==> src/hw/fetch_pkg.sv <==
package fetch_pkg;

	// widths
	localparam int ADDR_W = 64;
	localparam int INSTR_W = 32;
	localparam int DATA_W = 64;

	// byte offset bits inside one bus doubleword
	localparam int BYTE_OFFS_W = 3;

	// sequential step, no compressed instructions
	localparam logic [ADDR_W-1:0] INSTR_BYTES = 64'd4;

	localparam logic [ADDR_W-1:0] RESET_PC = 64'h8000_0000;

	// apb master state encoding
	localparam logic [1:0] ST_IDLE = 2'd0;
	localparam logic [1:0] ST_SETUP = 2'd1;
	localparam logic [1:0] ST_ACCESS = 2'd2;

	typedef struct packed {
		logic [INSTR_W-1:0] hi;
		logic [INSTR_W-1:0] lo;
	} fetch_slots_t;

	// read data seen as a doubleword by the bus side, as two slots by fetch
	typedef union packed {
		logic [DATA_W-1:0] dword;
		fetch_slots_t slot;
	} fetch_word_u;

	typedef struct packed {
		logic jal_valid;
		logic [ADDR_W-1:0] jal_target;
		logic jalr_valid;
		logic [ADDR_W-1:0] jalr_target;
		logic br_valid;
		logic [ADDR_W-1:0] br_target;
	} redirect_t;

	typedef struct packed {
		logic [ADDR_W-1:0] addr;
	} fetch_req_t;

	typedef struct packed {
		logic [ADDR_W-1:0] addr;
		fetch_word_u data;
		logic fault;
	} fetch_rsp_t;

	typedef struct packed {
		logic [ADDR_W-1:0] pc;
		logic [ADDR_W-1:0] snpc;
		logic [INSTR_W-1:0] instr;
		logic fault;
	} fetch_pkt_t;

	typedef struct packed {
		logic psel;
		logic penable;
		logic [ADDR_W-1:0] paddr;
	} apb_req_t;

	typedef struct packed {
		logic [DATA_W-1:0] prdata;
		logic pready;
		logic pslverr;
	} apb_rsp_t;

endpackage

==> src/hw/fetch_stage.sv <==
`timescale 1ns/1ps

module fetch_stage (
	input  logic clk,
	input  logic reset,
	input  fetch_pkg::redirect_t redirect,
	output fetch_pkg::fetch_req_t req,
	output logic req_valid,
	input  logic req_ready,
	input  fetch_pkg::fetch_rsp_t rsp,
	input  logic rsp_valid,
	output logic rsp_ready,
	output fetch_pkg::fetch_pkt_t pkt,
	output logic pkt_valid,
	input  logic pkt_ready
);
	import fetch_pkg::*;

	logic [ADDR_W-1:0] pc_q;
	logic [ADDR_W-1:0] pc_d;
	logic outstanding_q;
	logic stale_q;
	fetch_pkt_t pkt_q;
	logic pkt_valid_q;

	logic redir_any;
	logic [ADDR_W-1:0] redir_target;
	logic req_fire;
	logic rsp_fire;
	logic rsp_take;
	logic [INSTR_W-1:0] instr_sel;
	logic [ADDR_W-1:0] rsp_snpc;

	// redirect priority, the oldest stage wins
	always_comb begin
		redir_any = 1'b1;
		redir_target = pc_q;
		if (redirect.br_valid) begin
			redir_target = redirect.br_target;
		end else if (redirect.jalr_valid) begin
			redir_target = redirect.jalr_target;
		end else if (redirect.jal_valid) begin
			redir_target = redirect.jal_target;
		end else begin
			redir_any = 1'b0;
		end
	end

	// one request at a time, a stale one also blocks
	assign req.addr = pc_q;
	assign req_valid = !outstanding_q;
	assign req_fire = req_valid && req_ready;

	// stale data is always drained
	assign rsp_ready = stale_q || !pkt_valid_q || pkt_ready;
	assign rsp_fire = rsp_valid && rsp_ready;

	// only a current response reaches decode
	assign rsp_take = rsp_fire && !stale_q && !redir_any;

	assign rsp_snpc = rsp.addr + INSTR_BYTES;

	// slot pick by address bit 2
	always_comb begin
		if (rsp.fault) begin
			instr_sel = '0;
		end else if (rsp.addr[2]) begin
			instr_sel = rsp.data.slot.hi;
		end else begin
			instr_sel = rsp.data.slot.lo;
		end
	end

	// next fetch pc
	always_comb begin
		if (redir_any) begin
			pc_d = redir_target;
		end else if (rsp_take) begin
			pc_d = rsp_snpc;
		end else begin
			pc_d = pc_q;
		end
	end

	// pc register, which also holds a latched redirect target
	always_ff @(posedge clk) begin
		if (reset) begin
			pc_q <= RESET_PC;
		end else begin
			pc_q <= pc_d;
		end
	end

	// request accepted by the master and not yet answered
	always_ff @(posedge clk) begin
		if (reset) begin
			outstanding_q <= 1'b0;
		end else if (req_fire) begin
			outstanding_q <= 1'b1;
		end else if (rsp_fire) begin
			outstanding_q <= 1'b0;
		end
	end

	// squash of a fetch that was in flight when a redirect came
	always_ff @(posedge clk) begin
		if (reset) begin
			stale_q <= 1'b0;
		end else if (redir_any && (req_fire || (outstanding_q && !rsp_fire))) begin
			stale_q <= 1'b1;
		end else if (rsp_fire) begin
			stale_q <= 1'b0;
		end
	end

	// output register towards decode
	always_ff @(posedge clk) begin
		if (reset) begin
			pkt_valid_q <= 1'b0;
		end else if (redir_any) begin
			// old stream packet is dropped
			pkt_valid_q <= 1'b0;
		end else if (rsp_take) begin
			pkt_valid_q <= 1'b1;
		end else if (pkt_ready) begin
			pkt_valid_q <= 1'b0;
		end
	end

	always_ff @(posedge clk) begin
		if (rsp_take) begin
			pkt_q.pc <= rsp.addr;
			pkt_q.snpc <= rsp_snpc;
			pkt_q.instr <= instr_sel;
			pkt_q.fault <= rsp.fault;
		end
	end

	assign pkt = pkt_q;
	assign pkt_valid = pkt_valid_q;

endmodule

==> src/hw/fetch_unit.sv <==
`timescale 1ns/1ps

module fetch_unit (
	input  logic clk,
	input  logic reset,
	input  fetch_pkg::redirect_t redirect,
	output fetch_pkg::fetch_pkt_t pkt,
	output logic pkt_valid,
	input  logic pkt_ready,
	output fetch_pkg::apb_req_t apb_req,
	input  fetch_pkg::apb_rsp_t apb_rsp
);
	import fetch_pkg::*;

	// fetch stage to bus master
	fetch_req_t req;
	logic req_valid;
	logic req_ready;
	fetch_rsp_t rsp;
	logic rsp_valid;
	logic rsp_ready;

	fetch_stage fetch_stage_i (
		.clk(clk),
		.reset(reset),
		.redirect(redirect),
		.req(req),
		.req_valid(req_valid),
		.req_ready(req_ready),
		.rsp(rsp),
		.rsp_valid(rsp_valid),
		.rsp_ready(rsp_ready),
		.pkt(pkt),
		.pkt_valid(pkt_valid),
		.pkt_ready(pkt_ready)
	);

	imem_apb_master imem_apb_master_i (
		.clk(clk),
		.reset(reset),
		.req(req),
		.req_valid(req_valid),
		.req_ready(req_ready),
		.rsp(rsp),
		.rsp_valid(rsp_valid),
		.rsp_ready(rsp_ready),
		.apb_req(apb_req),
		.apb_rsp(apb_rsp)
	);

endmodule

==> src/hw/imem_apb_master.sv <==
`timescale 1ns/1ps

module imem_apb_master (
	input  logic clk,
	input  logic reset,
	input  fetch_pkg::fetch_req_t req,
	input  logic req_valid,
	output logic req_ready,
	output fetch_pkg::fetch_rsp_t rsp,
	output logic rsp_valid,
	input  logic rsp_ready,
	output fetch_pkg::apb_req_t apb_req,
	input  fetch_pkg::apb_rsp_t apb_rsp
);
	import fetch_pkg::*;

	logic [1:0] state_q;
	logic [1:0] state_d;
	logic [ADDR_W-1:0] addr_q;
	fetch_rsp_t rsp_q;
	logic rsp_valid_q;
	logic req_fire;
	logic done;

	// idle and nothing waiting for the fetch stage
	assign req_ready = (state_q == ST_IDLE) && !rsp_valid_q;
	assign req_fire = req_valid && req_ready;

	// access phase ends with pready
	assign done = (state_q == ST_ACCESS) && apb_rsp.pready;

	always_comb begin
		state_d = state_q;
		case (state_q)
			ST_IDLE: begin
				if (req_fire) begin
					state_d = ST_SETUP;
				end
			end
			ST_SETUP: begin
				state_d = ST_ACCESS;
			end
			ST_ACCESS: begin
				if (apb_rsp.pready) begin
					state_d = ST_IDLE;
				end
			end
			default: begin
				state_d = ST_IDLE;
			end
		endcase
	end

	always_ff @(posedge clk) begin
		if (reset) begin
			state_q <= ST_IDLE;
		end else begin
			state_q <= state_d;
		end
	end

	// request address, kept from setup until the response is built
	always_ff @(posedge clk) begin
		if (req_fire) begin
			addr_q <= req.addr;
		end
	end

	always_ff @(posedge clk) begin
		if (reset) begin
			rsp_valid_q <= 1'b0;
		end else if (done) begin
			rsp_valid_q <= 1'b1;
		end else if (rsp_valid_q && rsp_ready) begin
			rsp_valid_q <= 1'b0;
		end
	end

	// original address goes back so fetch can pick the slot
	always_ff @(posedge clk) begin
		if (done) begin
			rsp_q.addr <= addr_q;
			rsp_q.data.dword <= apb_rsp.prdata;
			rsp_q.fault <= apb_rsp.pslverr;
		end
	end

	assign apb_req.psel = (state_q != ST_IDLE);
	assign apb_req.penable = (state_q == ST_ACCESS);
	// doubleword aligned bus address
	assign apb_req.paddr = {addr_q[ADDR_W-1:BYTE_OFFS_W], {BYTE_OFFS_W{1'b0}}};

	assign rsp = rsp_q;
	assign rsp_valid = rsp_valid_q;

endmodule

==> config.mk <==
export PLATFORM = sky130hd
export DESIGN_NAME = fetch_unit
export DESIGN_NICKNAME = d
export VERILOG_FILES = /design/src/hw/fetch_pkg.sv /design/src/hw/fetch_stage.sv /design/src/hw/fetch_unit.sv /design/src/hw/imem_apb_master.sv
export SDC_FILE = /design/constraint.sdc
export NUM_CORES = 1
export LEC_CHECK = 0
export ABC_AREA = 1
export BUFFER_PORTS_ARGS = -buffer_cell sky130_fd_sc_hd__buf_2
export CORE_AREA = 2 2 193 195
export DETAILED_ROUTE_END_ITERATION = 12
export DIE_AREA = 0 0 195 197
export PLACE_DENSITY = 0.75
export SLEW_MARGIN = 20
export SYNTH_ARGS = -nofsm -noshare
export SYNTH_HDL_FRONTEND = slang
export SYNTH_SLANG_ARGS = --single-unit
==> constraint.sdc <==
create_clock -name clk -period 4.8 [get_ports clk]
set_input_delay 0.72 -clock clk [delete_from_list [all_inputs] [get_ports clk]]
set_output_delay 0.72 -clock clk [all_outputs]
set_load 0.02 [all_outputs]
# --- Word-level counts from Yosys, hierarchy flattened ---
# Index checks and enable logic that the tools add are counted.
totals:
  ff_bits: 424
  latchBits: 0
  mem_bits_rw: 0
  romBits: 0
  inputBits: 264
  output_inout_bits: 228
  wordCells: 65
  mem_count: 0
classes:
  add_sub_neg: 1
  multipliers: 0
  n_div: 0
  magnitude_cmp: 0
  n_eq_ne: 5
  shift: 0
  mux: 18
  bitwise: 0
  n_reduce_logical: 27
op_table:
  columns: ["cell", "n"]
  rows:
  - ["$mux 64", 5]
  - ["$add 64x3->64 const B", 1]
  - ["$mux 32", 1]
  - ["$reduce_bool 2->1", 6]
  - ["$mux 1", 9]
  - ["$logic_and 1x1->1", 8]
  - ["$logic_not 1->1", 6]
  - ["$pmux 2 s3", 1]
  - ["$mux 2", 2]
  - ["$ne 4x4->1 const B", 1]
  - ["$reduce_and 2->1", 2]
  - ["$logic_or 1x1->1", 3]
  - ["$eq 2x1->1 const B", 1]
  - ["$eq 2x2->1 const B", 1]
  - ["$logic_not 2->1", 1]
  - ["$ne 2x1->1 const B", 1]
  - ["$ne 2x2->1 const B", 1]
  - ["$reduce_or 2->1", 1]

# --- Logic depth before layout (Yosys ltp) ---
logic_depth:
  depth_word: 9
  ltp_mapped: 11
  ltp_nobuf: 11

# --- Modules after synthesis ---
# A second synthesis with hierarchy kept.
hier_totals:
  hier_cells: 1657
  area_unflattened_um2: 17762.0
modules_own_cells:
  columns: ["mod", "instances", "cells_each", "area_per_inst_um2", "seq_area_each_um2"]
  rows:
  - ["fetch_stage", 1, 1379, 11339.6, 6115.9]
  - ["imem_apb_master", 1, 278, 6422.4, 5855.6]

# --- Least setup slack after synthesis ---
# OpenSTA, ideal clock, no wires.
synth_path:
  kind: "in2reg"
  start: "in apb_rsp[1] (netlist name)"
  end: "reg imem_apb_master_i.rsp_q (netlist bit imem_apb_master_i.rsp[0]), enable pin"
  setup_ps: 483
  arrival_time_ps: 3294
  required_ps: 4317
  setup_slack_ps: 1023
  stages: 2
  path_buffers: 0
  path_cell_list: "nand2_1 inv_1"
synth_between:
  elab_chain_len: 1
synth_rtl:
  columns: ["item", "line_no", "rtl"]
  rows:
  - ["start, declared", "fetch_unit.sv:11", "input fetch_pkg::apb_rsp_t apb_rsp"]
  - ["$logic_and 1x1->1", "imem_apb_master.sv:30", "assign done = (state_q == ST_ACCESS) && apb_rsp.pready;"]
  - ["named net imem_apb_master_i.done", "imem_apb_master.sv:23", "logic done;"]
  - ["end, declared", "imem_apb_master.sv:20", "fetch_rsp_t rsp_q;"]
# The timed path passes the listed nets, and every way through them passes these cells.
# A chain may end at the register's enable or synchronous reset.

# --- Worst setup path in the final report ---
layout_path:
  start: "in redirect[64] (netlist name)"
  end: "reg fetch_stage_i.pc_q[43], in the netlist fetch_stage_i.req[43]"
layout_between:
  elab_chain_len: 5
  word_cells_on_any_way: 8
  classes_between: "eq/ne: 1; mux: 3; reduce/logical: 4"
layout_rtl:
  columns: ["item", "line_no", "rtl"]
  rows:
  - ["start, declared", "fetch_unit.sv:6", "input fetch_pkg::redirect_t redirect,"]
  - ["$mux 1", "fetch_stage.sv:38", "if (redirect.br_valid) begin"]
  - ["$logic_not 1->1", "fetch_stage.sv:59", "assign rsp_take = rsp_fire && !stale_q && !redir_any;"]
  - ["$logic_and 1x1->1", "fetch_stage.sv:59", null]
  - ["$reduce_bool 2->1 (no source line)", null, null]
  - ["$reduce_and 2->1 (no source line)", null, null]
  - ["end signal, assigned", "fetch_stage.sv:90", "pc_q <= pc_d;"]
  - ["end, declared", "fetch_stage.sv:19", "logic [ADDR_W-1:0] pc_q;"]
# Parallel ways exist; a longest one is shown, timed or not.

==> impl_metrics.tcl <==
set metrics [dict create \
    outcome "finished clean" \
    finalCritPeriodShare 0.538 \
    insertion_delay_ns 0.55 \
    critPathLaunch "redirect[64]" \
    synth_top_cell_by_area "edfxtp_1" \
    synthMostInstantiatedCell "nand2_1" \
    wirelength_um 51900 \
    finalMaxSlewViolations 0 \
    synth_top_area_share 0.601 \
    antenna_found_initial 1 \
    synth_area_leaders "edfxtp_1, nand2_1, dfxtp_1" \
    h-tree-depth 2 \
    hold_path_depth 1 \
    cp.depth 8 \
    ff2ff_path_depth 9 \
    fin_skew_ns 0.0168 \
    synth_enable_flop_cells 352 \
    die_w_um 195 \
    postRouteAntennaNets 0 \
    synth_common_cells "nand2_1, edfxtp_1, a21oi_1, nor2_1, inv_1" \
    ys.flop_type "edfxtp_1" \
    syn_area_um2 17600 \
    worstPathCellList "buf_4 -> nor3_4 -> buf_4 -> inv_2 -> nor2_4 -> buf_12 -> nand3_1 -> a21oi_1" \
    io_pins 492 \
    cpLargestDelayFamily "buffers and inverters" \
    rows 70 \
    slowest_stage "buf_4" \
    synth_compound_area_frac 0.0828 \
    drv_cap 0 \
    setup_viol 0 \
    synthArstFlopShare 0 \
    post_cts_buffers 0 \
    fin_crit_ns 2.58 \
    fmax_mhz 387 \
    grt_pass1_wl_um 77300 \
    whs_ns 0.338 \
    coreArea_um2 36300 \
    dp_hpwl_um 38400 \
    drcViolationCount 0 \
    end_kind "flop" \
    finalSetupTns_ns 0 \
    synthXorXnorAreaFrac 0.0159 \
    ys_ff_latch 422 \
    holdCritStartpoint "apb_rsp[35]" \
    worst_slew_margin_rel 0.289 \
    grt.total_usage 0.265 \
    final_util 0.591 \
    netlist_instances 1634 \
    hp-class "primary input to flop" \
    ir_drop_mv 0.363 \
    gr-total-overflow 0 \
    cts.sinks 422 \
    worstPathRequired_ns 5.26 \
    ys_seq_area_frac 0.680 \
    synth_top_family_by_area "simple AND/OR/NAND/NOR gates" \
    dieArea_um2 38400 \
    critPathMaxStageDelay_ns 0.47 \
    fin_nets 2319 \
    clk_path_buf_depth 3 \
    critPathBufInv 4 \
    cts-root-buf "clkbuf_16" \
    cp_data_arrival_time_ns 3.05 \
    cts-hold-fix-buffers 0 \
    vias 13600 \
    drt_pass1_iterations 5 \
    grt_max_degree 119 \
    syn_to_final_growth_pct 21.8 \
    r2r_start "fetch_stage_i.pkt_valid$_SDFFE_PP0P_" \
    synth.avg_cell_area_um2 10.8 \
    muxShareOfSynthArea 0 \
    cts.clk_slew.worst_paths_ns 0.06 \
    synth_cell_types 34 \
    initial_utilization 0.485 \
    critical_path_class "primary input to flop" \
    port_buffers 488 \
    synth-simple-area-share 0.160 \
    yosys_warnings 0 \
    cts_resized 0 \
    cts_made_buffers 43 \
    hold_violations 0 \
    powerDensity_nw_per_um2 432 \
    gp_congestion 0.919 \
    wl_per_cell_um 20.3 \
    start_kind "primary input" \
    die_y_um 197 \
    drive_gt1_frac 0.279 \
    synth_fa_ha_area_frac 0.000711 \
    max_slew.worst_pin.slew_ns 1.07 \
    cp_max_fo 118 \
    cts_tree "yes" \
    grt_pass1_vias 13100 \
    drt_iter0_drc 1048 \
    total_leakage_power_nw 8.48 \
    rsz0062_at_grt "no" \
    viasPerCell 5.32 \
    finalPower_mw 9.26 \
    cp_common_cell "buf_4" \
]
stage by stage:
step / instances / setup WS [ns] / instance area (um^2)
floorplan: 1636 / 1.02 / 17600
global placement: 2474 / 1.86 / 20000
detailed placement: 2477 / 1.73 / 20100
CTS: 2556 / 2.31 / 21400
global route: 2556 / 2.08 / 21400
finish: 2557 / 2.22 / 21400
power by group:
| group | total [mW] | internal, mW | leakage (nW) | switching [mW] |
|---|---|---|---|---|
| Clock | 3.24 | 1.89 | 0.659 | 1.35 |
| Sequential | 4.71 | 4.48 | 3.83 | 0.233 |
| Combinational | 1.30 | 0.407 | 3.98 | 0.897 |
| Total | 9.26 | 6.78 | 8.48 | 2.48 |
final timing paths:
check / endpoint / slack, ns
min: imem_apb_master_i.rsp[34]$_DFFE_PP_ / 0.34
max reg2reg: fetch_stage_i.req[61]$_SDFFE_PP0P_ / 2.35
max: fetch_stage_i.req[43]$_SDFFE_PP0P_ / 2.22
min reg2reg: imem_apb_master_i.addr_q[7]$_DFFE_PP_ / 0.43
layout make-up:
type                            instances  area, um^2
Clock inverter                         22         218
Antenna cell                            1        2.50
Tap cell                              468         586
Fill cell                            3036       14800
Timing Repair Buffer                  501        2630
Multi-Input combinational cell       1006        4590
Sequential cell                       422       12000
Inverter                               80         307
Clock buffer                           57        1140
worst reg2reg max path: cells and delay by family, from the launching register on:
| kind | cells | cell delay, ns |
|---|---|---|
| buf+inv | 3 | 1.24 |
| simple gates | 4 | 0.55 |
| flops | 1 | 0.36 |
| compound gates | 2 | 0.23 |
cells in the final DEF (no fill, tap or decap), types with 9 or more instances in the layout:
cell and n:
xnor2_1 20, clkbuf_16 43, a21oi_1 170, inv_1 74, o21ai_0 52, nand3_1 41, buf_2 487, clkinv_1 9
edfxtp_1 352, nor2_1 133, nand4_1 12, nand2_1 485, dfxtp_1 70, clkbuf_1 13, a31oi_1 17, xor2_1 10
o211ai_1 24
cell families after synthesis:
| logic type | count (synthesis) |
|---|---|
| AND/OR/NAND/NOR | 698 |
| XOR/XNOR | 31 |
| flip-flops | 422 |
| AO/OA/AOI/OAI | 273 |
| other | 1 |
| buffers and inverters | 208 |
| adder cells (fa/ha/maj) | 1 |
state kept, by name, summed over array words and instances (netlist names):
signal	count
fetch_stage_i.outstanding_q	1
imem_apb_master_i.rsp	129
fetch_stage_i.req	64
imem_apb_master_i.state_q	2
fetch_stage_i.stale_q	1
fetch_stage_i.pkt_valid	1
imem_apb_master_i.rsp_valid	1
imem_apb_master_i.addr_q	64
fetch_stage_i.pkt	159
routing by layer:
layer  GRT usage  part of all wire
met3      0.0525             0.086
met2       0.443              0.48
met5           0                 0
met1       0.356              0.41
met4      0.0724             0.021
(Power assumes the default switching activity.)
